$ cat src/core_params.svh
`ifndef CORE_PARAMS_SVH
`define CORE_PARAMS_SVH

// ------------------------------------------------------------
// Core and cache geometry
// ------------------------------------------------------------

`define RESET_PC 32'h3000_0000

// One cache line is one burst.
`define BLOCK_WORDS 8
`define CACHE_LINES 8

// Word offset and line index widths.
`define OFFSET_BITS ($clog2(`BLOCK_WORDS))
`define INDEX_BITS ($clog2(`CACHE_LINES))

`endif

$ cat src/core_pkg.sv
package core_pkg;

	typedef logic [31:0] word_t;
	typedef logic [4:0] reg_index_t;

	// ------------------------------------------------------------
	// Decoded operations
	// ------------------------------------------------------------
	typedef enum logic [2:0] {
		op_lui,
		op_addi,
		op_jal,
		op_beq,
		op_bne,
		op_other // Retires as a no-op.
	} opcode_e;

	typedef enum logic [1:0] {
		fetch_lookup,
		fetch_request,
		fetch_refill,
		fetch_deliver
	} fetch_state_e;

endpackage

$ cat src/decode_stage.sv
module decode_stage import core_pkg::*; (
	input  logic       clock,
	input  logic       reset,
	input  logic       inst_valid,
	input  word_t      inst_word,
	input  word_t      inst_pc,
	input  logic       redirect,
	output logic       dec_valid,
	output word_t      dec_pc,
	output opcode_e    dec_op,
	output reg_index_t dec_rd,
	output reg_index_t dec_rs1,
	output reg_index_t dec_rs2,
	output word_t      dec_imm
);

	word_t word;

	always_ff @(posedge clock) begin
		if (reset) begin
			dec_valid <= 1'b0;
		end else begin
			dec_valid <= inst_valid && !redirect; // Wrong-path word dropped.
		end
	end

	always_ff @(posedge clock) begin
		if (inst_valid) begin
			word <= inst_word;
			dec_pc <= inst_pc;
		end
	end

	assign dec_rd = word[11:7];
	assign dec_rs1 = word[19:15];
	assign dec_rs2 = word[24:20];

	always_comb begin
		dec_op = op_other;
		dec_imm = {{20{word[31]}}, word[31:20]}; // I-type.
		case (word[6:0])
			7'b0110111: begin
				dec_op = op_lui;
				dec_imm = {word[31:12], 12'b0};
			end
			7'b0010011: if (word[14:12] == 3'b000) dec_op = op_addi;
			7'b1101111: begin
				dec_op = op_jal;
				dec_imm = {{12{word[31]}}, word[19:12], word[20], word[30:21], 1'b0};
			end
			7'b1100011: begin
				dec_imm = {{20{word[31]}}, word[7], word[30:25], word[11:8], 1'b0};
				if (word[14:12] == 3'b000) dec_op = op_beq;
				if (word[14:12] == 3'b001) dec_op = op_bne;
			end
			default: ;
		endcase
	end

endmodule

$ cat src/execute_stage.sv
module execute_stage import core_pkg::*; (
	input  logic       clock,
	input  logic       reset,
	input  logic       dec_valid,
	input  word_t      dec_pc,
	input  opcode_e    dec_op,
	input  reg_index_t dec_rd,
	input  reg_index_t dec_rs1,
	input  reg_index_t dec_rs2,
	input  word_t      dec_imm,
	output reg_index_t rs1_addr,
	output reg_index_t rs2_addr,
	input  word_t      rs1_data,
	input  word_t      rs2_data,
	output logic       redirect,
	output word_t      redirect_pc,
	output logic       wb_valid,
	output word_t      wb_pc,
	output reg_index_t wb_rd,
	output logic       wb_we,
	output word_t      wb_data
);

	word_t result;
	logic writes;
	logic taken;

	assign rs1_addr = dec_rs1;
	assign rs2_addr = dec_rs2;

	always_comb begin
		result = dec_imm;
		writes = 1'b0;
		taken = 1'b0;
		case (dec_op)
			op_lui: writes = 1'b1;
			op_addi: begin
				result = rs1_data + dec_imm;
				writes = 1'b1;
			end
			op_jal: begin
				result = dec_pc + 32'd4; // Link address.
				writes = 1'b1;
				taken = 1'b1;
			end
			op_beq: taken = (rs1_data == rs2_data);
			op_bne: taken = (rs1_data != rs2_data);
			default: ;
		endcase
	end

	// Fetch predicts fall-through, so only taken ones redirect.
	assign redirect = dec_valid && taken;
	assign redirect_pc = dec_pc + dec_imm;

	always_ff @(posedge clock) begin
		if (reset) begin
			wb_valid <= 1'b0;
		end else begin
			wb_valid <= dec_valid;
		end
	end

	always_ff @(posedge clock) begin
		wb_pc <= dec_pc;
		wb_rd <= dec_rd;
		wb_we <= writes && (dec_rd != 5'd0);
		wb_data <= result;
	end

endmodule

$ cat src/fetch_core.sv
module fetch_core import core_pkg::*; (
	input  logic       clock,
	input  logic       reset,
	output word_t      mem_araddr,
	output logic       mem_arvalid,
	input  logic       mem_arready,
	input  word_t      mem_rdata,
	input  logic       mem_rvalid,
	input  logic       mem_rlast,
	output logic       retire_valid,
	output word_t      retire_pc,
	output reg_index_t retire_rd,
	output logic       retire_we,
	output word_t      retire_data
);

	// ------------------------------------------------------------
	// Stage wiring
	// ------------------------------------------------------------
	word_t lookup_addr, lookup_data, fill_addr, fill_data;
	logic hit, fill_valid, fill_last;
	logic inst_valid, dec_valid, redirect, wb_valid, wb_we;
	word_t inst_word, inst_pc, dec_pc, dec_imm, redirect_pc;
	word_t rs1_data, rs2_data, wb_pc, wb_data;
	opcode_e dec_op;
	reg_index_t dec_rd, dec_rs1, dec_rs2, rs1_addr, rs2_addr, wb_rd;

	inst_cache cache_i (.*);

	fetch_unit fetch_i (.*);

	decode_stage decode_i (.*);

	execute_stage execute_i (.*);

	result_regfile result_i (.*);

endmodule

$ cat src/fetch_unit.sv
`include "core_params.svh"

module fetch_unit import core_pkg::*; (
	input  logic  clock,
	input  logic  reset,
	output word_t mem_araddr,
	output logic  mem_arvalid,
	input  logic  mem_arready,
	input  word_t mem_rdata,
	input  logic  mem_rvalid,
	input  logic  mem_rlast,
	output word_t lookup_addr,
	input  logic  hit,
	input  word_t lookup_data,
	output logic  fill_valid,
	output word_t fill_addr,
	output word_t fill_data,
	output logic  fill_last,
	input  logic  redirect,
	input  word_t redirect_pc,
	output logic  inst_valid,
	output word_t inst_word,
	output word_t inst_pc
);

	fetch_state_e state;
	word_t pc;
	word_t block_addr;
	logic [`OFFSET_BITS-1:0] beat_count;
	logic squash; // Refill belongs to a dead path.
	logic beat;

	assign beat = (state == fetch_refill) && mem_rvalid;

	assign lookup_addr = pc;
	assign mem_araddr = block_addr;
	assign mem_arvalid = (state == fetch_request);

	// Beats go straight into the cache.
	assign fill_valid = beat;
	assign fill_addr = {block_addr[31:`OFFSET_BITS+2], beat_count, 2'b00};
	assign fill_data = mem_rdata;
	assign fill_last = beat && mem_rlast;

	// ------------------------------------------------------------
	// Lookup / refill FSM
	// ------------------------------------------------------------
	always_ff @(posedge clock) begin
		if (reset) begin
			state <= fetch_lookup;
			pc <= `RESET_PC;
			squash <= 1'b0;
			inst_valid <= 1'b0;
		end else begin
			inst_valid <= 1'b0;
			case (state)
				fetch_lookup: begin
					if (redirect) begin
						pc <= redirect_pc;
					end else if (hit) begin
						inst_valid <= 1'b1;
						pc <= pc + 32'd4; // Fall-through.
					end else begin
						state <= fetch_request;
					end
				end
				fetch_request: begin
					if (redirect) begin
						pc <= redirect_pc;
						squash <= 1'b1;
					end
					if (mem_arready) begin
						state <= fetch_refill;
					end
				end
				fetch_refill: begin
					if (redirect) begin
						pc <= redirect_pc;
						squash <= 1'b1;
					end
					if (fill_last) begin
						inst_valid <= !squash && !redirect;
						state <= fetch_deliver;
					end
				end
				fetch_deliver: begin
					if (redirect) begin
						pc <= redirect_pc;
					end else if (!squash) begin
						pc <= pc + 32'd4;
					end
					squash <= 1'b0;
					state <= fetch_lookup;
				end
				default: state <= fetch_lookup;
			endcase
		end
	end

	// Request address, beat count and delivered word.
	always_ff @(posedge clock) begin
		case (state)
			fetch_lookup: begin
				if (hit) begin
					inst_word <= lookup_data;
					inst_pc <= pc;
				end else begin
					block_addr <= {pc[31:`OFFSET_BITS+2], {(`OFFSET_BITS+2){1'b0}}};
				end
			end
			fetch_request: beat_count <= '0;
			fetch_refill: begin
				if (beat) begin
					beat_count <= beat_count + 1'b1;
					if (beat_count == pc[`OFFSET_BITS+1:2]) begin
						inst_word <= mem_rdata; // The word that missed.
					end
				end
				inst_pc <= pc;
			end
			default: ;
		endcase
	end

	a_araddr_stable: assert property (@(posedge clock) disable iff (reset)
		mem_arvalid && !mem_arready |=> mem_arvalid && $stable(mem_araddr));

	a_no_beat_in_lookup: assert property (@(posedge clock) disable iff (reset)
		state == fetch_lookup |-> !mem_rvalid);

endmodule

$ cat src/inst_cache.sv
`include "core_params.svh"

module inst_cache import core_pkg::*; (
	input  logic  clock,
	input  logic  reset,
	input  word_t lookup_addr,
	output logic  hit,
	output word_t lookup_data,
	input  logic  fill_valid,
	input  word_t fill_addr,
	input  word_t fill_data,
	input  logic  fill_last
);

	localparam int TAG_LSB = `OFFSET_BITS + `INDEX_BITS + 2;
	localparam int TAG_BITS = 32 - TAG_LSB;

	logic [`CACHE_LINES-1:0] valid;
	logic [TAG_BITS-1:0] tags [`CACHE_LINES];
	word_t data [`CACHE_LINES][`BLOCK_WORDS];

	logic [`INDEX_BITS-1:0] lookup_index;
	logic [`INDEX_BITS-1:0] fill_index;
	logic [`OFFSET_BITS-1:0] lookup_offset;
	logic [`OFFSET_BITS-1:0] fill_offset;

	assign lookup_index = lookup_addr[TAG_LSB-1:`OFFSET_BITS+2];
	assign lookup_offset = lookup_addr[`OFFSET_BITS+1:2];
	assign fill_index = fill_addr[TAG_LSB-1:`OFFSET_BITS+2];
	assign fill_offset = fill_addr[`OFFSET_BITS+1:2];

	assign hit = valid[lookup_index] && (tags[lookup_index] == lookup_addr[31:TAG_LSB]);
	assign lookup_data = data[lookup_index][lookup_offset];

	always_ff @(posedge clock) begin
		if (reset) begin
			valid <= '0;
		end else if (fill_last) begin
			valid[fill_index] <= 1'b1; // Line complete.
		end
	end

	always_ff @(posedge clock) begin
		if (fill_valid) begin
			data[fill_index][fill_offset] <= fill_data;
		end
		if (fill_last) begin
			tags[fill_index] <= fill_addr[31:TAG_LSB];
		end
	end

	a_last_with_valid: assert property (@(posedge clock) disable iff (reset)
		fill_last |-> fill_valid);

endmodule

$ cat src/result_regfile.sv
module result_regfile import core_pkg::*; (
	input  logic       clock,
	input  logic       reset,
	input  reg_index_t rs1_addr,
	input  reg_index_t rs2_addr,
	output word_t      rs1_data,
	output word_t      rs2_data,
	input  logic       wb_valid,
	input  word_t      wb_pc,
	input  reg_index_t wb_rd,
	input  logic       wb_we,
	input  word_t      wb_data,
	output logic       retire_valid,
	output word_t      retire_pc,
	output reg_index_t retire_rd,
	output logic       retire_we,
	output word_t      retire_data
);

	word_t regs [1:31]; // x0 is not stored.
	logic write;

	assign write = wb_valid && wb_we;

	// Reads see the write of this cycle.
	assign rs1_data = (rs1_addr == 5'd0) ? '0 :
		(write && wb_rd == rs1_addr) ? wb_data : regs[rs1_addr];
	assign rs2_data = (rs2_addr == 5'd0) ? '0 :
		(write && wb_rd == rs2_addr) ? wb_data : regs[rs2_addr];

	always_ff @(posedge clock) begin
		if (write && wb_rd != 5'd0) regs[wb_rd] <= wb_data;
	end

	always_ff @(posedge clock) begin
		if (reset) begin
			retire_valid <= 1'b0;
		end else begin
			retire_valid <= wb_valid;
		end
	end

	always_ff @(posedge clock) begin
		retire_pc <= wb_pc;
		retire_rd <= wb_rd;
		retire_we <= wb_we;
		retire_data <= wb_data;
	end

	a_no_x0_write: assert property (@(posedge clock) disable iff (reset)
		retire_valid && retire_we |-> retire_rd != 5'd0);

endmodule

$ cat config.mk
export PLATFORM = sky130hd
export DESIGN_NAME = fetch_core
export DESIGN_NICKNAME = d
export VERILOG_FILES = /design/src/core_pkg.sv /design/src/decode_stage.sv /design/src/execute_stage.sv /design/src/fetch_core.sv /design/src/fetch_unit.sv /design/src/inst_cache.sv /design/src/result_regfile.sv
export VERILOG_INCLUDE_DIRS = /design/src /design/src/src
export SDC_FILE = /design/constraint.sdc
export NUM_CORES = 2
export LEC_CHECK = 0
export ABC_AREA = 1
export BUFFER_PORTS_ARGS = -buffer_cell sky130_fd_sc_hd__clkbuf_2
export CAP_MARGIN = 20
export CORE_MARGIN = 8
export CORE_UTILIZATION = 30
export CTS_CLUSTER_DIAMETER = 150
export DETAILED_ROUTE_END_ITERATION = 8
export PLACE_DENSITY = 0.49
export SYNTH_ARGS = -nofsm -noshare
export SYNTH_HDL_FRONTEND = slang
export SYNTH_SLANG_ARGS = --single-unit
$ cat constraint.sdc
create_clock -name clock -period 6 [get_ports clock]
set_clock_uncertainty 0.05 [all_clocks]
set_input_delay 1.2 -clock clock [delete_from_list [all_inputs] [get_ports clock]]
set_output_delay 1.2 -clock clock [all_outputs]
set_load 0.01 [all_outputs]
==> impl_summary.log <==
INFO  metric synth_enable_flop_cells = 3390
INFO  metric power.leakage = 62.7 nW
INFO  metric critical_path.reg2reg.endpoint = execute_i.wb_data[23]
INFO  metric busiest_layer_in_global_routing = met2
INFO  metric tritoncts_clock_tree = yes
INFO  metric ir_worst_vdd = 0.285 mV
INFO  metric flop_and_latch_count_out_of_synthesis = 3590
INFO  metric tns = 0 ps
INFO  metric synth.area.top_cells = sky130_fd_sc_hd__edfxtp_1 65%, sky130_fd_sc_hd__nand2_1 5.3%, sky130_fd_sc_hd__nand3_1 5.2%, sky130_fd_sc_hd__o21ai_0 4.5%, sky130_fd_sc_hd__nor2_1 4.2%
INFO  metric via_per_inst = 5.27
INFO  metric cts_resized = 0
INFO  metric cts_buffer_depth = 4
INFO  metric grt.met2_usage = 0.319
INFO  metric cts.reportedPaths.clkPinSlew = 70 ps
INFO  metric grt_pass1_vias = 107000
INFO  metric maxCapViolCount = 0
INFO  metric antenna_violations_before_repair = 32
INFO  metric critical_path.cell_chain = buf_12 -> o21ai_0 -> nand3_1 -> nand3_1 -> nand3_1 -> nand2_1 -> a21oi_2 -> ha_1 -> a21oi_1 -> o21ai_0 -> a21oi_1 -> o21ai_0 -> nand2_1 -> nand2_1 -> a21boi_0 -> o21ai_0 -> a21boi_0 -> o21ai_0 -> nand2_1 -> o21ai_0 -> or2_2 -> nand3_1 -> nand3_1
INFO  metric postSynthCellCount = 14300
INFO  metric cts-buffers-inserted = 372
INFO  metric async_set_reset_flop_share_out_of_synthesis = 0
INFO  metric die_y = 739 microns
INFO  metric worst_slew_pin_slew = 1210 ps
INFO  metric grt_use_met3 = 0.0295
INFO  metric yosys_warnings = 0
INFO  metric setup-violations-final = 0
INFO  metric power = 65.7 mW
INFO  metric worst_setup_path_endpoint = execute_i.wb_data[23]
INFO  metric status = complete, no violations
INFO  metric finalWorstPathRequiredPeriod = 5660 ps
INFO  metric syn_avg_cell_area = 10.9 sq um
INFO  metric grt_setup_unrepaired = false
INFO  metric most_prevalent_standard_cell_on_the_critical_path = sky130_fd_sc_hd__o21ai_0
INFO  metric drt_iter0_markers = 12500
INFO  metric start_util = 0.301
INFO  metric drt_first_pass_iters = 6
INFO  metric path_buf_inv = 1
INFO  metric port-buffer-count = 135
INFO  metric core_region_area = 521000 sq um
INFO  metric nFillCells = 51800
INFO  metric ys_types = 59
INFO  metric cp_slowest_stage_delay = 670 ps
INFO  metric gpl.final_weighted_congestion = 0.883
INFO  metric worst_skew_pair.late_latency = 1000 ps
INFO  metric final_max_slew_viol_count = 0
INFO  metric grt_start_max_net_pins = 153
INFO  metric grt_util_met1 = 0.263
INFO  metric drt.antenna.violating_nets = 0
INFO  metric critical_path_depth = 23
INFO  metric timing.critical_path.slowest_stage_cell = sky130_fd_sc_hd__dfxtp_4
INFO  metric synthDominantAreaCellType = sky130_fd_sc_hd__edfxtp_1
INFO  metric grt_overflow_total = 0
INFO  metric htree_num_levels = 5
INFO  metric rr_worst_depth = 23
INFO  metric nets = 14400
INFO  metric critical_path_arrival = 6440 ps
INFO  metric drcViolationCount = 0
INFO  metric clockRootBuffer = sky130_fd_sc_hd__clkbuf_16
INFO  metric synth_sequential_area_ratio = 0.675
INFO  metric via_count = 113000
INFO  metric setup.reg_to_reg.worst_slack = 340 ps
INFO  metric final-hold-violation-count = 0
INFO  metric timing.setup.critical_path_class = flip-flop to flip-flop
INFO  metric worstPathMaxFanout = 109
INFO  metric crit_share_post_route = 0.943
INFO  metric floorplan.die.width = 739 microns
INFO  metric placementRows = 265
INFO  metric die-area = 546000 sq um
INFO  metric wire_per_inst = 25.9 microns
INFO  metric footprint_of_the_multi_input_gates = 43600 sq um
INFO  metric top_level_ports = 141
INFO  metric share_of_final_layout_standard_cells_stronger_than_drive_strength_1 = 0.0867
INFO  metric areaGrowthSynthToFinish = 14.0%
INFO  metric maxClockFrequency = 177 MHz
INFO  metric hold_class = flip-flop to flip-flop
INFO  metric max_slew_margin_vs_limit = 0.191
INFO  metric netlist_area = 157000 sq um
INFO  metric gr-usage-all-layers = 0.195
INFO  metric path_delay_family = compound AO/OA/AOI/OAI gates
INFO  metric start_kind = flip-flop
INFO  metric timing.critical_path.required = 6790 ps
INFO  metric half_perimeter_wire_length_after_placement = 322 mm
INFO  metric layout.area.seq = 106000 sq um
INFO  metric power_density = 368 nW/um^2
INFO  metric hold_buffers = 0
INFO  metric clkSinkCount = 3590
INFO  metric synthFlopType = sky130_fd_sc_hd__edfxtp_1
INFO  metric grt_pass1_wl = 794 mm
INFO  metric critical_path_sink_type = flip-flop
INFO  metric route.final.wire_length = 557 mm
INFO  metric synth_largest_type_area_fraction = 0.650
INFO  metric post-cts-setup-buffers = 0
[cells in the final DEF, fill, tap and decap left out, drive strengths merged, types with 137 or more instances in the layout]
cell type	count
clkinv	137
a21oi	265
edfxtp	3390
nand2	2211
o221ai	267
o22ai	348
dfxtp	200
buf	427
nand3	1618
o21ai	1436
o211ai	432
inv	993
clkbuf	632
nor2	1745
[worst min-delay path by stage]
stage                        startpoint                     end  slack, ps  cells past startpoint
floorplan            execute_i.wb_pc[0]   result_i.retire_pc[0]        260                      0
global placement    execute_i.wb_pc[24]  result_i.retire_pc[24]        260                      0
detailed placement  execute_i.wb_pc[12]  result_i.retire_pc[12]        260                      0
CTS                  execute_i.wb_pc[5]   result_i.retire_pc[5]        250                      0
global route         execute_i.wb_pc[5]   result_i.retire_pc[5]        250                      0
finish               execute_i.wb_pc[5]   result_i.retire_pc[5]        260                      0
[per-stage QoR]
step,util,setup WS [ps],hold WS (ps),instances,area [sq um]
after floorplan,-,836,260,14300,157000
after CTS,0.343,521,253,21500,178000
after global placement,0.320,534,261,20800,166000
after detailed placement,0.320,516,262,20800,167000
final,0.343,341,255,21500,179000
after global routing,0.343,61.7,247,21500,179000
[sequential cells by signal, summed over array words and instances, names as in the netlist, 32 cells and up, named ones only]
register              count
result_i.regs           992
fetch_i.inst_pc          32
decode_i.word            32
decode_i.dec_pc          32
result_i.retire_data     32
execute_i.wb_pc          32
fetch_i.inst_word        32
fetch_i.lookup_addr      32
execute_i.wb_data        32
cache_i.tags            192
cache_i.data           2048
result_i.retire_pc       32
[cell type report]
type                       instances  area share
clock buffer                     496      0.0575
tap                             6942      0.0486
inverter                         992      0.0213
multi-input combinational       8755       0.244
clock inverter                   170     0.00852
antenna                           11    0.000154
sequential                      3590       0.593
timing repair buffer             563      0.0270
[report_power, final]
part           internal [mW]  leakage [nW]  switching [mW]  total [mW]
sequential              28.4          32.2           0.624        29.0
clock                   12.9          5.73            10.2        23.0
combinational           3.41          24.7            10.3        13.7
total                   44.7          62.7            21.0        65.7
[per-layer routing]
metal	share of wire	routed length [microns]
met3	0.074	41000
met2	0.47	259000
met4	0.039	21400
met1	0.42	235000
met5	0.00017	95
[Yosys cell counts, types with 13 or more instances]
library cell                count
sky130_fd_sc_hd__inv_1        972
sky130_fd_sc_hd__o21ai_1       13
sky130_fd_sc_hd__or2_2         23
sky130_fd_sc_hd__nor3_1        48
sky130_fd_sc_hd__o221ai_1     267
sky130_fd_sc_hd__a21oi_2       17
sky130_fd_sc_hd__a2111oi_0     23
sky130_fd_sc_hd__nand3_1     1617
sky130_fd_sc_hd__nor2_1      1744
sky130_fd_sc_hd__edfxtp_1    3390
sky130_fd_sc_hd__o211ai_1     432
sky130_fd_sc_hd__a21oi_1      248
sky130_fd_sc_hd__dfxtp_1      200
sky130_fd_sc_hd__buf_1         48
sky130_fd_sc_hd__ha_1          70
sky130_fd_sc_hd__buf_2        286
sky130_fd_sc_hd__nand4_1       25
sky130_fd_sc_hd__buf_4         52
sky130_fd_sc_hd__a31oi_1       29
sky130_fd_sc_hd__xor2_1        67
sky130_fd_sc_hd__xnor2_1       22
sky130_fd_sc_hd__o21ai_0     1423
sky130_fd_sc_hd__or2_1         31
sky130_fd_sc_hd__clkbuf_1     609
sky130_fd_sc_hd__o22ai_1      348
sky130_fd_sc_hd__nand2_1     2209
[logic make-up (layout without fill, tap and decap cells)]
| kind of cell | count (synthesis) | count (layout) | synth area share |
|---|---|---|---|
| flip-flops | 3590 | 3590 | 0.675 |
| buffers and inverters | 1998 | 2221 | 0.0519 |
| multiplexers | 2 | 2 | 0.000136 |
| other | 1 | 16 | 0.0000239 |
| adder cells (fa/ha/maj) | 72 | 72 | 0.00584 |
| AND/OR/NAND/NOR | 5726 | 5726 | 0.152 |
| XOR/XNOR | 89 | 89 | 0.00497 |
| AO/OA/AOI/OAI | 2861 | 2861 | 0.110 |
No activity file was read; power rests on OpenSTA's default activity.
